$ cat src/logic/cam_bist_params.svh
`ifndef CAM_BIST_PARAMS_SVH
`define CAM_BIST_PARAMS_SVH

// CAM array geometry
`define CAM_WIDTH    16
`define CAM_ENTRIES  16
`define CAM_ADDR_W   4

// APB register map, byte offsets
`define REG_CTRL      8'h00
`define REG_PATTERN   8'h04
`define REG_STATUS    8'h08
`define REG_FAIL_CNT  8'h0C

`endif

$ cat src/logic/cam_bist_pkg.sv
`default_nettype none

package cam_bist_pkg;

   // Phases of one BIST run
   typedef enum logic [1:0] {
      IDLE    = 2'd0,
      WRITE   = 2'd1,
      COMPARE = 2'd2,
      DRAIN   = 2'd3
   } bist_phase_t;

   // CTRL register layout
   // Bit 0 start, bit 1 cd_mask_enable, bit 2 data_inv
   typedef struct packed {
      logic data_inv;
      logic cd_mask_enable;
      logic start;
   } bist_ctrl_t;

endpackage : cam_bist_pkg

`default_nettype wire

$ cat src/logic/cam_bist_if.sv
`timescale 1ns/10ps
`default_nettype none

`include "cam_bist_params.svh"

interface cam_bist_if;

   // Test mode controls
   logic                   cm_mode;
   logic                   rotate_mask;
   logic                   cd_mask_enable;
   logic                   data_inv;

   // BIST write port
   logic                   bist_wr_en;
   logic [`CAM_ADDR_W-1:0] bist_wr_addr;
   logic [`CAM_WIDTH-1:0]  bist_wr_data;

   // Marks a search whose result the checker scores
   logic                   cmp_valid;

   modport seq (
      output cm_mode, rotate_mask, cd_mask_enable, data_inv,
      output bist_wr_en, bist_wr_addr, bist_wr_data, cmp_valid
   );

   modport hnd (
      input cm_mode, rotate_mask, cd_mask_enable, data_inv,
      input bist_wr_en, bist_wr_addr, bist_wr_data
   );

   modport mon (
      input cd_mask_enable, cmp_valid
   );

endinterface : cam_bist_if

`default_nettype wire

$ cat src/logic/cam_bist_apb_regs.sv
`timescale 1ns/10ps
`default_nettype none

`include "cam_bist_params.svh"

module cam_bist_apb_regs
   import cam_bist_pkg::*;
(
   input  logic                  bist_clk,
   input  logic                  rst_b,
   input  logic                  psel,
   input  logic                  penable,
   input  logic                  pwrite,
   input  logic [7:0]            paddr,
   input  logic [31:0]           pwdata,
   output logic [31:0]           prdata,
   output logic                  pslverr,
   output logic                  start,
   output bist_ctrl_t            ctrl,
   output logic [`CAM_WIDTH-1:0] pattern,
   input  logic                  busy,
   input  logic                  done,
   input  logic [15:0]           fail_cnt
);

   logic                  access;
   logic                  wr_access;
   logic                  mapped;
   logic                  read_only;
   bist_ctrl_t            ctrl_q;
   logic [`CAM_WIDTH-1:0] pattern_q;

   // Access cycle of an APB transfer
   assign access    = psel & penable;
   assign wr_access = access & pwrite;

   // ---------------------------------------------------------------------
   // Address decode and read mux
   // ---------------------------------------------------------------------
   always_comb begin
      prdata    = '0;
      mapped    = 1'b1;
      read_only = 1'b0;
      case (paddr)
         // Start always reads back as zero
         `REG_CTRL: prdata[2:0] = {ctrl_q.data_inv, ctrl_q.cd_mask_enable, 1'b0};
         `REG_PATTERN: prdata[`CAM_WIDTH-1:0] = pattern_q;
         `REG_STATUS: begin
            // Fail flag stays up while any failure is counted
            prdata[2:0] = {|fail_cnt, done, busy};
            read_only   = 1'b1;
         end
         `REG_FAIL_CNT: begin
            prdata[15:0] = fail_cnt;
            read_only    = 1'b1;
         end
         default: mapped = 1'b0;
      endcase
   end

   // Error on unmapped offset or on a write to a read-only register
   assign pslverr = access & (~mapped | (pwrite & read_only));

   // ---------------------------------------------------------------------
   // Writable registers
   // ---------------------------------------------------------------------
   always_ff @(posedge bist_clk) begin
      if (!rst_b) begin
         ctrl_q    <= '0;
         pattern_q <= '0;
      end else begin
         // Start field lasts a single cycle
         ctrl_q.start <= 1'b0;
         if (wr_access && paddr == `REG_CTRL) begin
            ctrl_q.start          <= pwdata[0];
            ctrl_q.cd_mask_enable <= pwdata[1];
            ctrl_q.data_inv       <= pwdata[2];
         end
         if (wr_access && paddr == `REG_PATTERN) begin
            pattern_q <= pwdata[`CAM_WIDTH-1:0];
         end
      end
   end

   assign start   = ctrl_q.start;
   assign ctrl    = ctrl_q;
   assign pattern = pattern_q;

endmodule : cam_bist_apb_regs

`default_nettype wire

$ cat src/logic/cam_bist_sequencer.sv
`timescale 1ns/10ps
`default_nettype none

`include "cam_bist_params.svh"

module cam_bist_sequencer
   import cam_bist_pkg::*;
(
   input  logic                  bist_clk,
   input  logic                  rst_b,
   input  logic                  start,
   input  bist_ctrl_t            ctrl,
   input  logic [`CAM_WIDTH-1:0] pattern,
   output logic                  busy,
   output logic                  done,
   cam_bist_if.seq               bus
);

   localparam int BIT_W = $clog2(`CAM_WIDTH);

   bist_phase_t            phase;
   logic [`CAM_ADDR_W-1:0] ent_cnt;
   logic [BIT_W-1:0]       bit_cnt;
   logic                   drain_cnt;
   logic                   busy_q;
   logic                   done_q;

   // ---------------------------------------------------------------------
   // Phase FSM
   // ---------------------------------------------------------------------
   always_ff @(posedge bist_clk) begin
      if (!rst_b) begin
         phase     <= IDLE;
         ent_cnt   <= '0;
         bit_cnt   <= '0;
         drain_cnt <= 1'b0;
         busy_q    <= 1'b0;
         done_q    <= 1'b0;
      end else if (start && !busy_q) begin
         // New run, a start while busy is dropped
         phase   <= WRITE;
         ent_cnt <= '0;
         busy_q  <= 1'b1;
         done_q  <= 1'b0;
      end else begin
         case (phase)
            WRITE: begin
               // One entry per cycle
               ent_cnt <= ent_cnt + 1'b1;
               if (ent_cnt == `CAM_ENTRIES - 1) begin
                  phase   <= COMPARE;
                  bit_cnt <= '0;
               end
            end
            COMPARE: begin
               // One search per data bit
               bit_cnt <= bit_cnt + 1'b1;
               if (bit_cnt == `CAM_WIDTH - 1) begin
                  phase     <= DRAIN;
                  drain_cnt <= 1'b0;
               end
            end
            DRAIN: begin
               drain_cnt <= 1'b1;
               if (!drain_cnt) begin
                  // Last count lands here, report the run complete
                  busy_q <= 1'b0;
                  done_q <= 1'b1;
               end else begin
                  phase <= IDLE;
               end
            end
            default: ;
         endcase
      end
   end

   assign busy = busy_q;
   assign done = done_q;

   // ---------------------------------------------------------------------
   // Stimulus to the input handler and checker
   // ---------------------------------------------------------------------
   assign bus.bist_wr_en     = (phase == WRITE);
   assign bus.bist_wr_addr   = ent_cnt;
   assign bus.bist_wr_data   = pattern;

   // Compare mode and valid share the same window
   assign bus.cm_mode        = (phase == COMPARE);
   assign bus.cmp_valid      = (phase == COMPARE);
   // First search uses the mask as it stands
   assign bus.rotate_mask    = (phase == COMPARE) && (bit_cnt != '0);

   assign bus.cd_mask_enable = ctrl.cd_mask_enable;
   assign bus.data_inv       = ctrl.data_inv;

endmodule : cam_bist_sequencer

`default_nettype wire

$ cat src/logic/cam_bist_inhandler.sv
`timescale 1ns/10ps
`default_nettype none

`include "cam_bist_params.svh"

module cam_bist_inhandler (
   input  logic                   bist_clk,
   input  logic                   rst_b,
   cam_bist_if.hnd                bus,
   input  logic                   mis_wr_en,
   input  logic [`CAM_ADDR_W-1:0] mis_wr_addr,
   input  logic [`CAM_WIDTH-1:0]  mis_wr_data,
   input  logic [`CAM_WIDTH-1:0]  mis_key,
   output logic                   cam_wr_en,
   output logic [`CAM_ADDR_W-1:0] cam_wr_addr,
   output logic [`CAM_WIDTH-1:0]  cam_wr_data,
   output logic [`CAM_WIDTH-1:0]  cam_key
);

   logic [`CAM_WIDTH-1:0] mask;
   logic [`CAM_WIDTH-1:0] bist_data;
   logic [`CAM_WIDTH-1:0] cmp_key;

   // One-hot walking mask, rotates left with wrap
   always_ff @(posedge bist_clk) begin
      if (!rst_b) begin
         mask <= {{(`CAM_WIDTH-1){1'b0}}, 1'b1};
      end else if (bus.rotate_mask) begin
         mask <= {mask[`CAM_WIDTH-2:0], mask[`CAM_WIDTH-1]};
      end
   end

   // Background word, optionally inverted
   assign bist_data = bus.bist_wr_data ^ {`CAM_WIDTH{bus.data_inv}};

   // Flip the walking bit when masking is on
   assign cmp_key = bist_data ^ (mask & {`CAM_WIDTH{bus.cd_mask_enable}});

   // ---------------------------------------------------------------------
   // BIST or mission selection
   // ---------------------------------------------------------------------
   assign cam_key     = bus.cm_mode ? cmp_key : mis_key;

   // Mission writes go through when BIST is not writing
   assign cam_wr_en   = bus.bist_wr_en | mis_wr_en;
   assign cam_wr_addr = bus.bist_wr_en ? bus.bist_wr_addr : mis_wr_addr;
   assign cam_wr_data = bus.bist_wr_en ? bist_data : mis_wr_data;

endmodule : cam_bist_inhandler

`default_nettype wire

$ cat src/logic/cam_array.sv
`timescale 1ns/10ps
`default_nettype none

`include "cam_bist_params.svh"

module cam_array (
   input  logic                   bist_clk,
   input  logic                   rst_b,
   input  logic                   wr_en,
   input  logic [`CAM_ADDR_W-1:0] wr_addr,
   input  logic [`CAM_WIDTH-1:0]  wr_data,
   input  logic [`CAM_WIDTH-1:0]  key,
   output logic [`CAM_ENTRIES-1:0] match
);

   logic [`CAM_WIDTH-1:0]   mem [`CAM_ENTRIES];
   logic [`CAM_ENTRIES-1:0] valid;

   // ---------------------------------------------------------------------
   // Write port
   // ---------------------------------------------------------------------
   always_ff @(posedge bist_clk) begin
      if (wr_en) begin
         mem[wr_addr] <= wr_data;
      end
   end

   // Entry becomes valid on its first write
   always_ff @(posedge bist_clk) begin
      if (!rst_b) begin
         valid <= '0;
      end else if (wr_en) begin
         valid[wr_addr] <= 1'b1;
      end
   end

   // ---------------------------------------------------------------------
   // Search, result one cycle after the key
   // ---------------------------------------------------------------------
   always_ff @(posedge bist_clk) begin
      if (!rst_b) begin
         match <= '0;
      end else begin
         for (int e = 0; e < `CAM_ENTRIES; e++) begin
            // Compare against stored word before this cycle's write
            match[e] <= valid[e] && (mem[e] == key);
         end
      end
   end

endmodule : cam_array

`default_nettype wire

$ cat src/logic/cam_match_checker.sv
`timescale 1ns/10ps
`default_nettype none

`include "cam_bist_params.svh"

module cam_match_checker (
   input  logic                    bist_clk,
   input  logic                    rst_b,
   input  logic [`CAM_ENTRIES-1:0] match,
   cam_bist_if.mon                 bus,
   output logic [15:0]             fail_cnt
);

   logic                    valid_d;
   logic                    mask_en_d;
   logic [`CAM_ENTRIES-1:0] expected;
   logic                    run_start;

   // Line up search controls with the registered match vector
   always_ff @(posedge bist_clk) begin
      if (!rst_b) begin
         valid_d   <= 1'b0;
         mask_en_d <= 1'b0;
      end else begin
         valid_d   <= bus.cmp_valid;
         mask_en_d <= bus.cd_mask_enable;
      end
   end

   // Masked key misses every entry, unmasked key hits all of them
   assign expected  = mask_en_d ? '0 : '1;

   // First compare cycle of a run
   assign run_start = bus.cmp_valid & ~valid_d;

   // Failure counter, saturates at all ones
   always_ff @(posedge bist_clk) begin
      if (!rst_b) begin
         fail_cnt <= '0;
      end else if (run_start) begin
         fail_cnt <= '0;
      end else if (valid_d && match != expected && fail_cnt != 16'hFFFF) begin
         fail_cnt <= fail_cnt + 16'd1;
      end
   end

endmodule : cam_match_checker

`default_nettype wire

$ cat src/logic/cam_bist_top.sv
`timescale 1ns/10ps
`default_nettype none

`include "cam_bist_params.svh"

module cam_bist_top
   import cam_bist_pkg::*;
(
   input  logic                    bist_clk,
   input  logic                    rst_b,
   // APB slave
   input  logic                    psel,
   input  logic                    penable,
   input  logic                    pwrite,
   input  logic [7:0]              paddr,
   input  logic [31:0]             pwdata,
   output logic [31:0]             prdata,
   output logic                    pslverr,
   // Mission port
   input  logic                    mis_wr_en,
   input  logic [`CAM_ADDR_W-1:0]  mis_wr_addr,
   input  logic [`CAM_WIDTH-1:0]   mis_wr_data,
   input  logic [`CAM_WIDTH-1:0]   mis_key,
   output logic [`CAM_ENTRIES-1:0] mis_match
);

   logic                   start;
   bist_ctrl_t             ctrl;
   logic [`CAM_WIDTH-1:0]  pattern;
   logic                   busy;
   logic                   done;
   logic [15:0]            fail_cnt;
   logic                   cam_wr_en;
   logic [`CAM_ADDR_W-1:0] cam_wr_addr;
   logic [`CAM_WIDTH-1:0]  cam_wr_data;
   logic [`CAM_WIDTH-1:0]  cam_key;

   // Stimulus bundle
   cam_bist_if bist_bus ();

   // ---------------------------------------------------------------------
   // Control path
   // ---------------------------------------------------------------------
   cam_bist_apb_regs u_regs (
      .bist_clk (bist_clk),
      .rst_b    (rst_b),
      .psel     (psel),
      .penable  (penable),
      .pwrite   (pwrite),
      .paddr    (paddr),
      .pwdata   (pwdata),
      .prdata   (prdata),
      .pslverr  (pslverr),
      .start    (start),
      .ctrl     (ctrl),
      .pattern  (pattern),
      .busy     (busy),
      .done     (done),
      .fail_cnt (fail_cnt)
   );

   cam_bist_sequencer u_seq (
      .bist_clk (bist_clk),
      .rst_b    (rst_b),
      .start    (start),
      .ctrl     (ctrl),
      .pattern  (pattern),
      .busy     (busy),
      .done     (done),
      .bus      (bist_bus.seq)
   );

   // ---------------------------------------------------------------------
   // Data path
   // ---------------------------------------------------------------------
   cam_bist_inhandler u_hnd (
      .bist_clk    (bist_clk),
      .rst_b       (rst_b),
      .bus         (bist_bus.hnd),
      .mis_wr_en   (mis_wr_en),
      .mis_wr_addr (mis_wr_addr),
      .mis_wr_data (mis_wr_data),
      .mis_key     (mis_key),
      .cam_wr_en   (cam_wr_en),
      .cam_wr_addr (cam_wr_addr),
      .cam_wr_data (cam_wr_data),
      .cam_key     (cam_key)
   );

   // Match vector serves the mission port and the checker
   cam_array u_cam (
      .bist_clk (bist_clk),
      .rst_b    (rst_b),
      .wr_en    (cam_wr_en),
      .wr_addr  (cam_wr_addr),
      .wr_data  (cam_wr_data),
      .key      (cam_key),
      .match    (mis_match)
   );

   cam_match_checker u_chk (
      .bist_clk (bist_clk),
      .rst_b    (rst_b),
      .match    (mis_match),
      .bus      (bist_bus.mon),
      .fail_cnt (fail_cnt)
   );

endmodule : cam_bist_top

`default_nettype wire

$ cat config.mk
export PLATFORM = sky130hd
export DESIGN_NAME = cam_bist_top
export DESIGN_NICKNAME = d
export VERILOG_FILES = /design/src/logic/cam_bist_pkg.sv /design/src/logic/cam_bist_if.sv /design/src/logic/cam_bist_apb_regs.sv /design/src/logic/cam_bist_sequencer.sv /design/src/logic/cam_bist_inhandler.sv /design/src/logic/cam_array.sv /design/src/logic/cam_match_checker.sv /design/src/logic/cam_bist_top.sv
export VERILOG_INCLUDE_DIRS = /design/src /design/src/logic
export SDC_FILE = /design/constraint.sdc
export NUM_CORES = 1
export LEC_CHECK = 0
export BUFFER_PORTS_ARGS = -buffer_cell sky130_fd_sc_hd__buf_4
export CAP_MARGIN = 20
export CORE_MARGIN = 4
export CORE_UTILIZATION = 65
export CTS_BUF_LIST = sky130_fd_sc_hd__clkbuf_16
export CTS_CLUSTER_SIZE = 30
export DETAILED_ROUTE_END_ITERATION = 6
export GPL_ROUTABILITY_DRIVEN = 0
export GPL_TIMING_DRIVEN = 1
export HOLD_SLACK_MARGIN = 0.08
export PLACE_DENSITY = 0.85
export SYNTH_ARGS = -nofsm -noshare
export SYNTH_HDL_FRONTEND = slang
export SYNTH_SLANG_ARGS = --single-unit
$ cat constraint.sdc
create_clock -name bist_clk -period 4.6 [get_ports bist_clk]
set_input_delay 0.69 -clock bist_clk [delete_from_list [all_inputs] [get_ports bist_clk]]
set_output_delay 0.69 -clock bist_clk [all_outputs]
set_load 0.05 [all_outputs]
Word level (Yosys, flattened, before mapping) --
Memory sizes are Yosys's and may differ from the RTL's. Index checks and enable logic that the tools add are counted.
Cells by class: mux-type cells 24, bitwise logic cells 16, reduce and logical (&&, ||, !) cells 43, add/sub/neg operators 3, equality and inequality tests 33, $lt $le $gt $ge 2
Operator list (number):
- == test 16 bit | 16
- two-way mux 16 bit | 3
- XOR 16 bit | 2
- case mux 13 bit (2 select lines) | 1
- logical AND 1 bit | 23
- adder 16 x 1 -> 16 bit, second input constant | 1
- AND 16 bit | 1
- == test 8 x 4 -> 1 bit, second input constant | 2
- != test 16 bit | 1
- != test 16 bit, second input constant | 1
- OR 16 bit | 1
- OR reduction 16 bit | 1
- case mux 3 bit (4 select lines) | 1
- two-way mux 1 bit | 10
- adder 4 x 1 -> 4 bit, second input constant | 2
- == test 4 bit, second input constant | 2
- == test 8 x 3 -> 1 bit, second input constant | 1
- logical NOT 8 bit | 1
- two-way mux 4 bit | 2
- case mux 4 bit (2 select lines) | 1
- AND reduction 4 bit | 2
- nonzero test 4 bit | 2
- two-way mux 2 bit | 3
- != test 2 bit, second input constant | 3
- other kinds (20) | 38
Word-level totals: logic and storage cells 139, memories 1, memory bits (writable) 256, output and inout port bits 49, bits in registers 98, input port bits 82
Memories:
- u_cam.mem | depth 16, bits a word 16, read ports 16, clocked after memory_dff 0, write ports 1, line cam_array.sv:16 | logic [`CAM_WIDTH-1:0] mem [`CAM_ENTRIES];

Depth between registers and ports, before layout --
depth after elaboration 7, depth in mapped cells 12, depth with buffers taken out 8

Cells and area by module --
Synthesis repeated with hierarchy kept, for this count alone.
Unflattened totals: cell total of the unflattened synthesis 1256, area total of the unflattened synthesis 16410.7 um^2
By module, submodules not included:
- cam_array | cells each 714, times used 1, seq. area each 8328.0 um^2, area each 11872.6 um^2
- cam_bist_inhandler | cells each 162, times used 1, seq. area each 320.3 um^2, area each 1400.1 um^2
- cam_bist_apb_regs | cells each 143, times used 1, seq. area each 380.4 um^2, area each 1208.7 um^2
- cam_match_checker | cells each 133, times used 1, seq. area each 360.3 um^2, area each 1036.0 um^2
- cam_bist_sequencer | cells each 104, times used 1, seq. area each 260.2 um^2, area each 893.4 um^2

Worst setup path before layout --
Ideal clock, no wire load.
path type input to output, from in paddr[5], to out prdata[2], cell stages on the path 3, arrival 2411 ps, required time 3910 ps, slack 1499 ps, path through nor4_1 -> nand2_1 -> a211oi_1
Between the ends: word-level cells in the longest chain between the ends 2, elaborated cells between the ends (all ways) 5, classes of those cells 3 x eq/ne; 1 x mux; 1 x reduce/logical
RTL lines:
- start, declared | line cam_bist_top.sv:15 | input logic [7:0] paddr,
- == test 8 x 4 -> 1 bit (tied with other cells) | line cam_bist_apb_regs.sv:44 | case (paddr)
- case mux 3 bit (4 select lines) * | line cam_bist_apb_regs.sv:44
- end, declared | line cam_bist_top.sv:17 | output logic [31:0] prdata,
Every way passes the cells marked *; elsewhere a longest branch is shown, timed or not.

Worst setup path in the final report --
from reg u_seq.phase[0], to reg u_cam.match[11]
Between the ends: word-level cells in the longest chain between the ends 4
RTL lines:
- start, declared | line cam_bist_sequencer.sv:21 | bist_phase_t phase;
- start signal, assigned | line cam_bist_sequencer.sv:33 | phase <= IDLE;
- start signal, assigned | line cam_bist_sequencer.sv:41 | phase <= WRITE;
- start signal, assigned | line cam_bist_sequencer.sv:51 | phase <= COMPARE;
- == test 2 bit | line cam_bist_sequencer.sv:89 | assign bus.cm_mode = (phase == COMPARE);
- named net bist_bus.cm_mode | line cam_bist_if.sv:9 | logic cm_mode;
- two-way mux 16 bit | line cam_bist_inhandler.sv:42 | assign cam_key = bus.cm_mode ? cmp_key : mis_key;
- == test 16 bit | line cam_array.sv:46 | match[e] <= valid[e] && (mem[e] == key);
- logical AND 1 bit | line cam_array.sv:46
- end signal, assigned by index | line cam_array.sv:46
- end, declared | line cam_array.sv:13 | output logic [`CAM_ENTRIES-1:0] match
The timed path passes the listed nets, and every way through them passes these cells. A chain may end at the register's enable or synchronous reset.

==> metrics.yaml <==
outcome:
  status: "complete, no violations"
worst_setup_path:
  cp.arrival_ps: 4200
  crit_type: "reg2reg"
  cp_common_cell: "nor4_1"
  regToRegSetupSlack_ps: 780
  required_ps: 4970
  path_cells: "inv_1, ha_2, and3_1, mux2i_1, buf_4, a21oi_1, nor4_1, nand4_1, nor4_1"
  rr_startpoint: "u_seq.phase[0]"
  reg2reg_depth: 9
  cp_slowest_cell: "mux2i_1"
  slowest_delay_ps: 790
  worstReg2RegEnd: "u_cam.match[11]"
  critical_path.max_fanout: 39
  critPathCaptureType: "flop"
  cp-start-kind: "flop"
cts:
  postCtsSetupBuffers: 0
  post_cts_resized: 0
  htree_levels: 2
  clock_latency_ps: 530
  tritoncts: "done"
  cts-buffers-inserted: 37
  cts.hold.buffers_added: 0
  clk_pin_slew_ps: 70
  clk_path_buf_depth: 3
  root_buffer: "clkbuf_16"
  cts.sinks: 354
finish:
  layout-drive-gt1-share_pct: 15.9
  nFillCells: 1593
  nets: 1699
  area_growth_pct: 14.5
  finalInstanceArea_sq_mm: 0.0195
global_route:
  overflow: 0
  grt_max_degree: 56
  grt_usage_pct: 35.8
  grt_pass1_vias: 13035
  antenna_found_initial: 3
  grt_pass1_wl_um: 77600
die:
  start_util_pct: 66.9
  placementRows: 58
  ioPinCount: 131
  die_h_um: 170
  core_sq_mm: 0.0255
  dieArea_sq_mm: 0.0289
  die-width_um: 170
route:
  drc: 0
  antenna_left: 0
  routedWlPerCell_um: 27.0
  drt_iter0_markers: 2241
  drt-pass1-iter-count: 6
  finalWirelength_um: 53000
  via_per_inst: 6.93
  vias: 13625
timing:
  setup_ws_ps: 777
  fmax_mhz: 262
  rsz0062_at_grt: "no"
  min_period_ps: 3820
  slew_violations: 0
  setup_tns_ps: 0
  relSlewSlack_pct: 29.0
  fin_skew_ps: 27.4
  hold_viol: 0
  timing.final.crit_share_pct: 83.1
  setup_viol_count_final: 0
  worst_slew_pin_slew_ps: 1060
yosys:
  syn_avg_cell_area_sq_um: 11.5
  synth_edf_count: 256
  synth_top_area_share_pct: 45.1
  yosysTopAreaCell: "edfxtp_1"
  yosysMostFrequentCell: "edfxtp_1"
  synthCells: 1476
  synth.distinct_cells: 80
  ys_ff_latch: 354
  yosys-top-cells-count: "edfxtp_1 (256), a21oi_1 (122), xnor2_1 (103)"
  ys.flop_type: "edfxtp_1"
  ys_async_sr_fraction_pct: 0
  syn_area_sq_mm: 0.0170
  yosys_warnings: 0
  synth_seq_area_share_pct: 56.7
  synthTopCellsByArea: "edfxtp_1 (45%), dfxtp_1 (12%), xnor2_1 (5.3%), a21oi_1 (3.6%), and3_1 (3.5%)"
min_path:
  worstHoldStart: "pwdata[0]"
  min_to: "u_regs.start"
  min_path_type: "in2reg"
  min_path_cells: 3
placement:
  dp_slack_ps: 1090
  placed_area_sq_mm: 0.0183
  numPortBuffers: 98
  dpl.hpwl_um: 34700
power:
  ir_drop_mv: 0.374
  finalPower_mw: 7.77
  pwr_density_cell_mw_per_mm2: 398
  p_leak_nw: 7.26
run:
  cap_violations: 0
area by class of cell:
cell class / count / area, sq um / area share [%]
sequential: 354 / 9650 / 49.5
multi-input combinational: 1023 / 6910 / 35.4
timing repair buffer: 163 / 1230 / 6.31
clock buffer: 38 / 951 / 4.87
tap: 330 / 413 / 2.12
clock inverter: 28 / 238 / 1.22
inverter: 28 / 105 / 0.539
antenna: 2 / 5.00 / 0.0257
kinds of logic after synthesis:
group,share of synthesized area [%]
compound gates,10.5
xor+xnor,7.67
fa+ha+maj,0.735
buf+inv,3.22
flops,56.7
mux,4.29
other cells,0.0220
simple gates,16.9
flip-flops by register name, indices dropped and copies added, names as in the netlist:
name and cells:
u_cam.match 16, u_cam.mem 256, u_cam.valid 16, u_chk.fail_cnt 16, u_chk.mask_en_d 1, u_chk.valid_d 1, u_hnd.mask 16, u_regs.ctrl 2
u_regs.pattern 16, u_regs.start 1, u_seq.bit_cnt 4, u_seq.bus.bist_wr_addr 4, u_seq.busy 1, u_seq.done 1, u_seq.drain_cnt 1, u_seq.phase 2
worst max-delay path by stage:
stage                   startpoint              end  slack (ps)  cells after the start
CTS                 u_seq.phase[0]  u_cam.match[11]         910                      9
global route        u_seq.phase[0]  u_cam.match[11]         740                      9
finish              u_seq.phase[0]  u_cam.match[11]         780                      9
floorplan                 paddr[5]        prdata[2]        1500                      3
global placement    u_seq.phase[0]  u_cam.match[11]        1170                      9
detailed placement  u_seq.phase[0]  u_cam.match[11]        1090                      9
per-layer routing:
| layer | GRT usage, % | vias up | part of all wire (%) |
|---|---|---|---|
| li1 | - | 5782 | - |
| met1 | 45.4 | 6383 | 34 |
| met2 | 56.6 | 1154 | 45 |
| met3 | 9.87 | 304 | 14 |
| met4 | 19.1 | 2 | 6.6 |
| met5 | 0 | - | 0.025 |
worst max-delay path, delay by kind of cell, from the launching register on:
family	cells	cell delay, ps
compound gates	1	100
fa+ha+maj	1	430
buf+inv	2	490
flops	1	410
mux	1	790
simple gates	4	1440
per-stage QoR:
step | std cells | util, % | hold WS, ps
2_1_floorplan | 1491 | - | 422
6_report | 1966 | 76.6 | 407
4_1_cts | 1963 | 76.5 | 401
3_5_place_dp | 1897 | 71.8 | 453
5_1_grt | 1964 | 76.6 | 416
3_3_place_gp | 1897 | 71.8 | 442
report_power, final:
part / leakage, nW / switching, mW / internal (mW) / total (mW)
clock: 0.591 / 1.25 / 1.73 / 2.97
combinational: 3.57 / 0.867 / 0.415 / 1.28
sequential: 3.10 / 0.0264 / 3.49 / 3.52
layout by cell type, fill, tap and decap left out, drive strengths merged, types with 12 or more instances in the layout:
| cell | synthesis | layout |
|---|---|---|
| clkinv | 1 | 16 |
| or3 | 14 | 14 |
| conb | 1 | 16 |
| nor4 | 44 | 44 |
| nand3 | 35 | 35 |
| buf | 47 | 163 |
| a22o | 14 | 14 |
| nor2 | 83 | 83 |
| xnor2 | 106 | 106 |
| a21boi | 21 | 21 |
| and3 | 94 | 94 |
| nand2 | 77 | 77 |
| a211oi | 12 | 12 |
| o21a | 17 | 17 |
| mux2i | 54 | 54 |
| dfxtp | 98 | 98 |
| o21ai | 22 | 22 |
| edfxtp | 256 | 256 |
| nor4b | 22 | 22 |
| inv | 27 | 33 |
| a21oi | 124 | 124 |
| clkbuf | 39 | 38 |
| nand4 | 43 | 43 |
| o22ai | 20 | 20 |
| xor2 | 38 | 38 |
| nor2b | 48 | 48 |
Power figures use the tool's default switching activity.
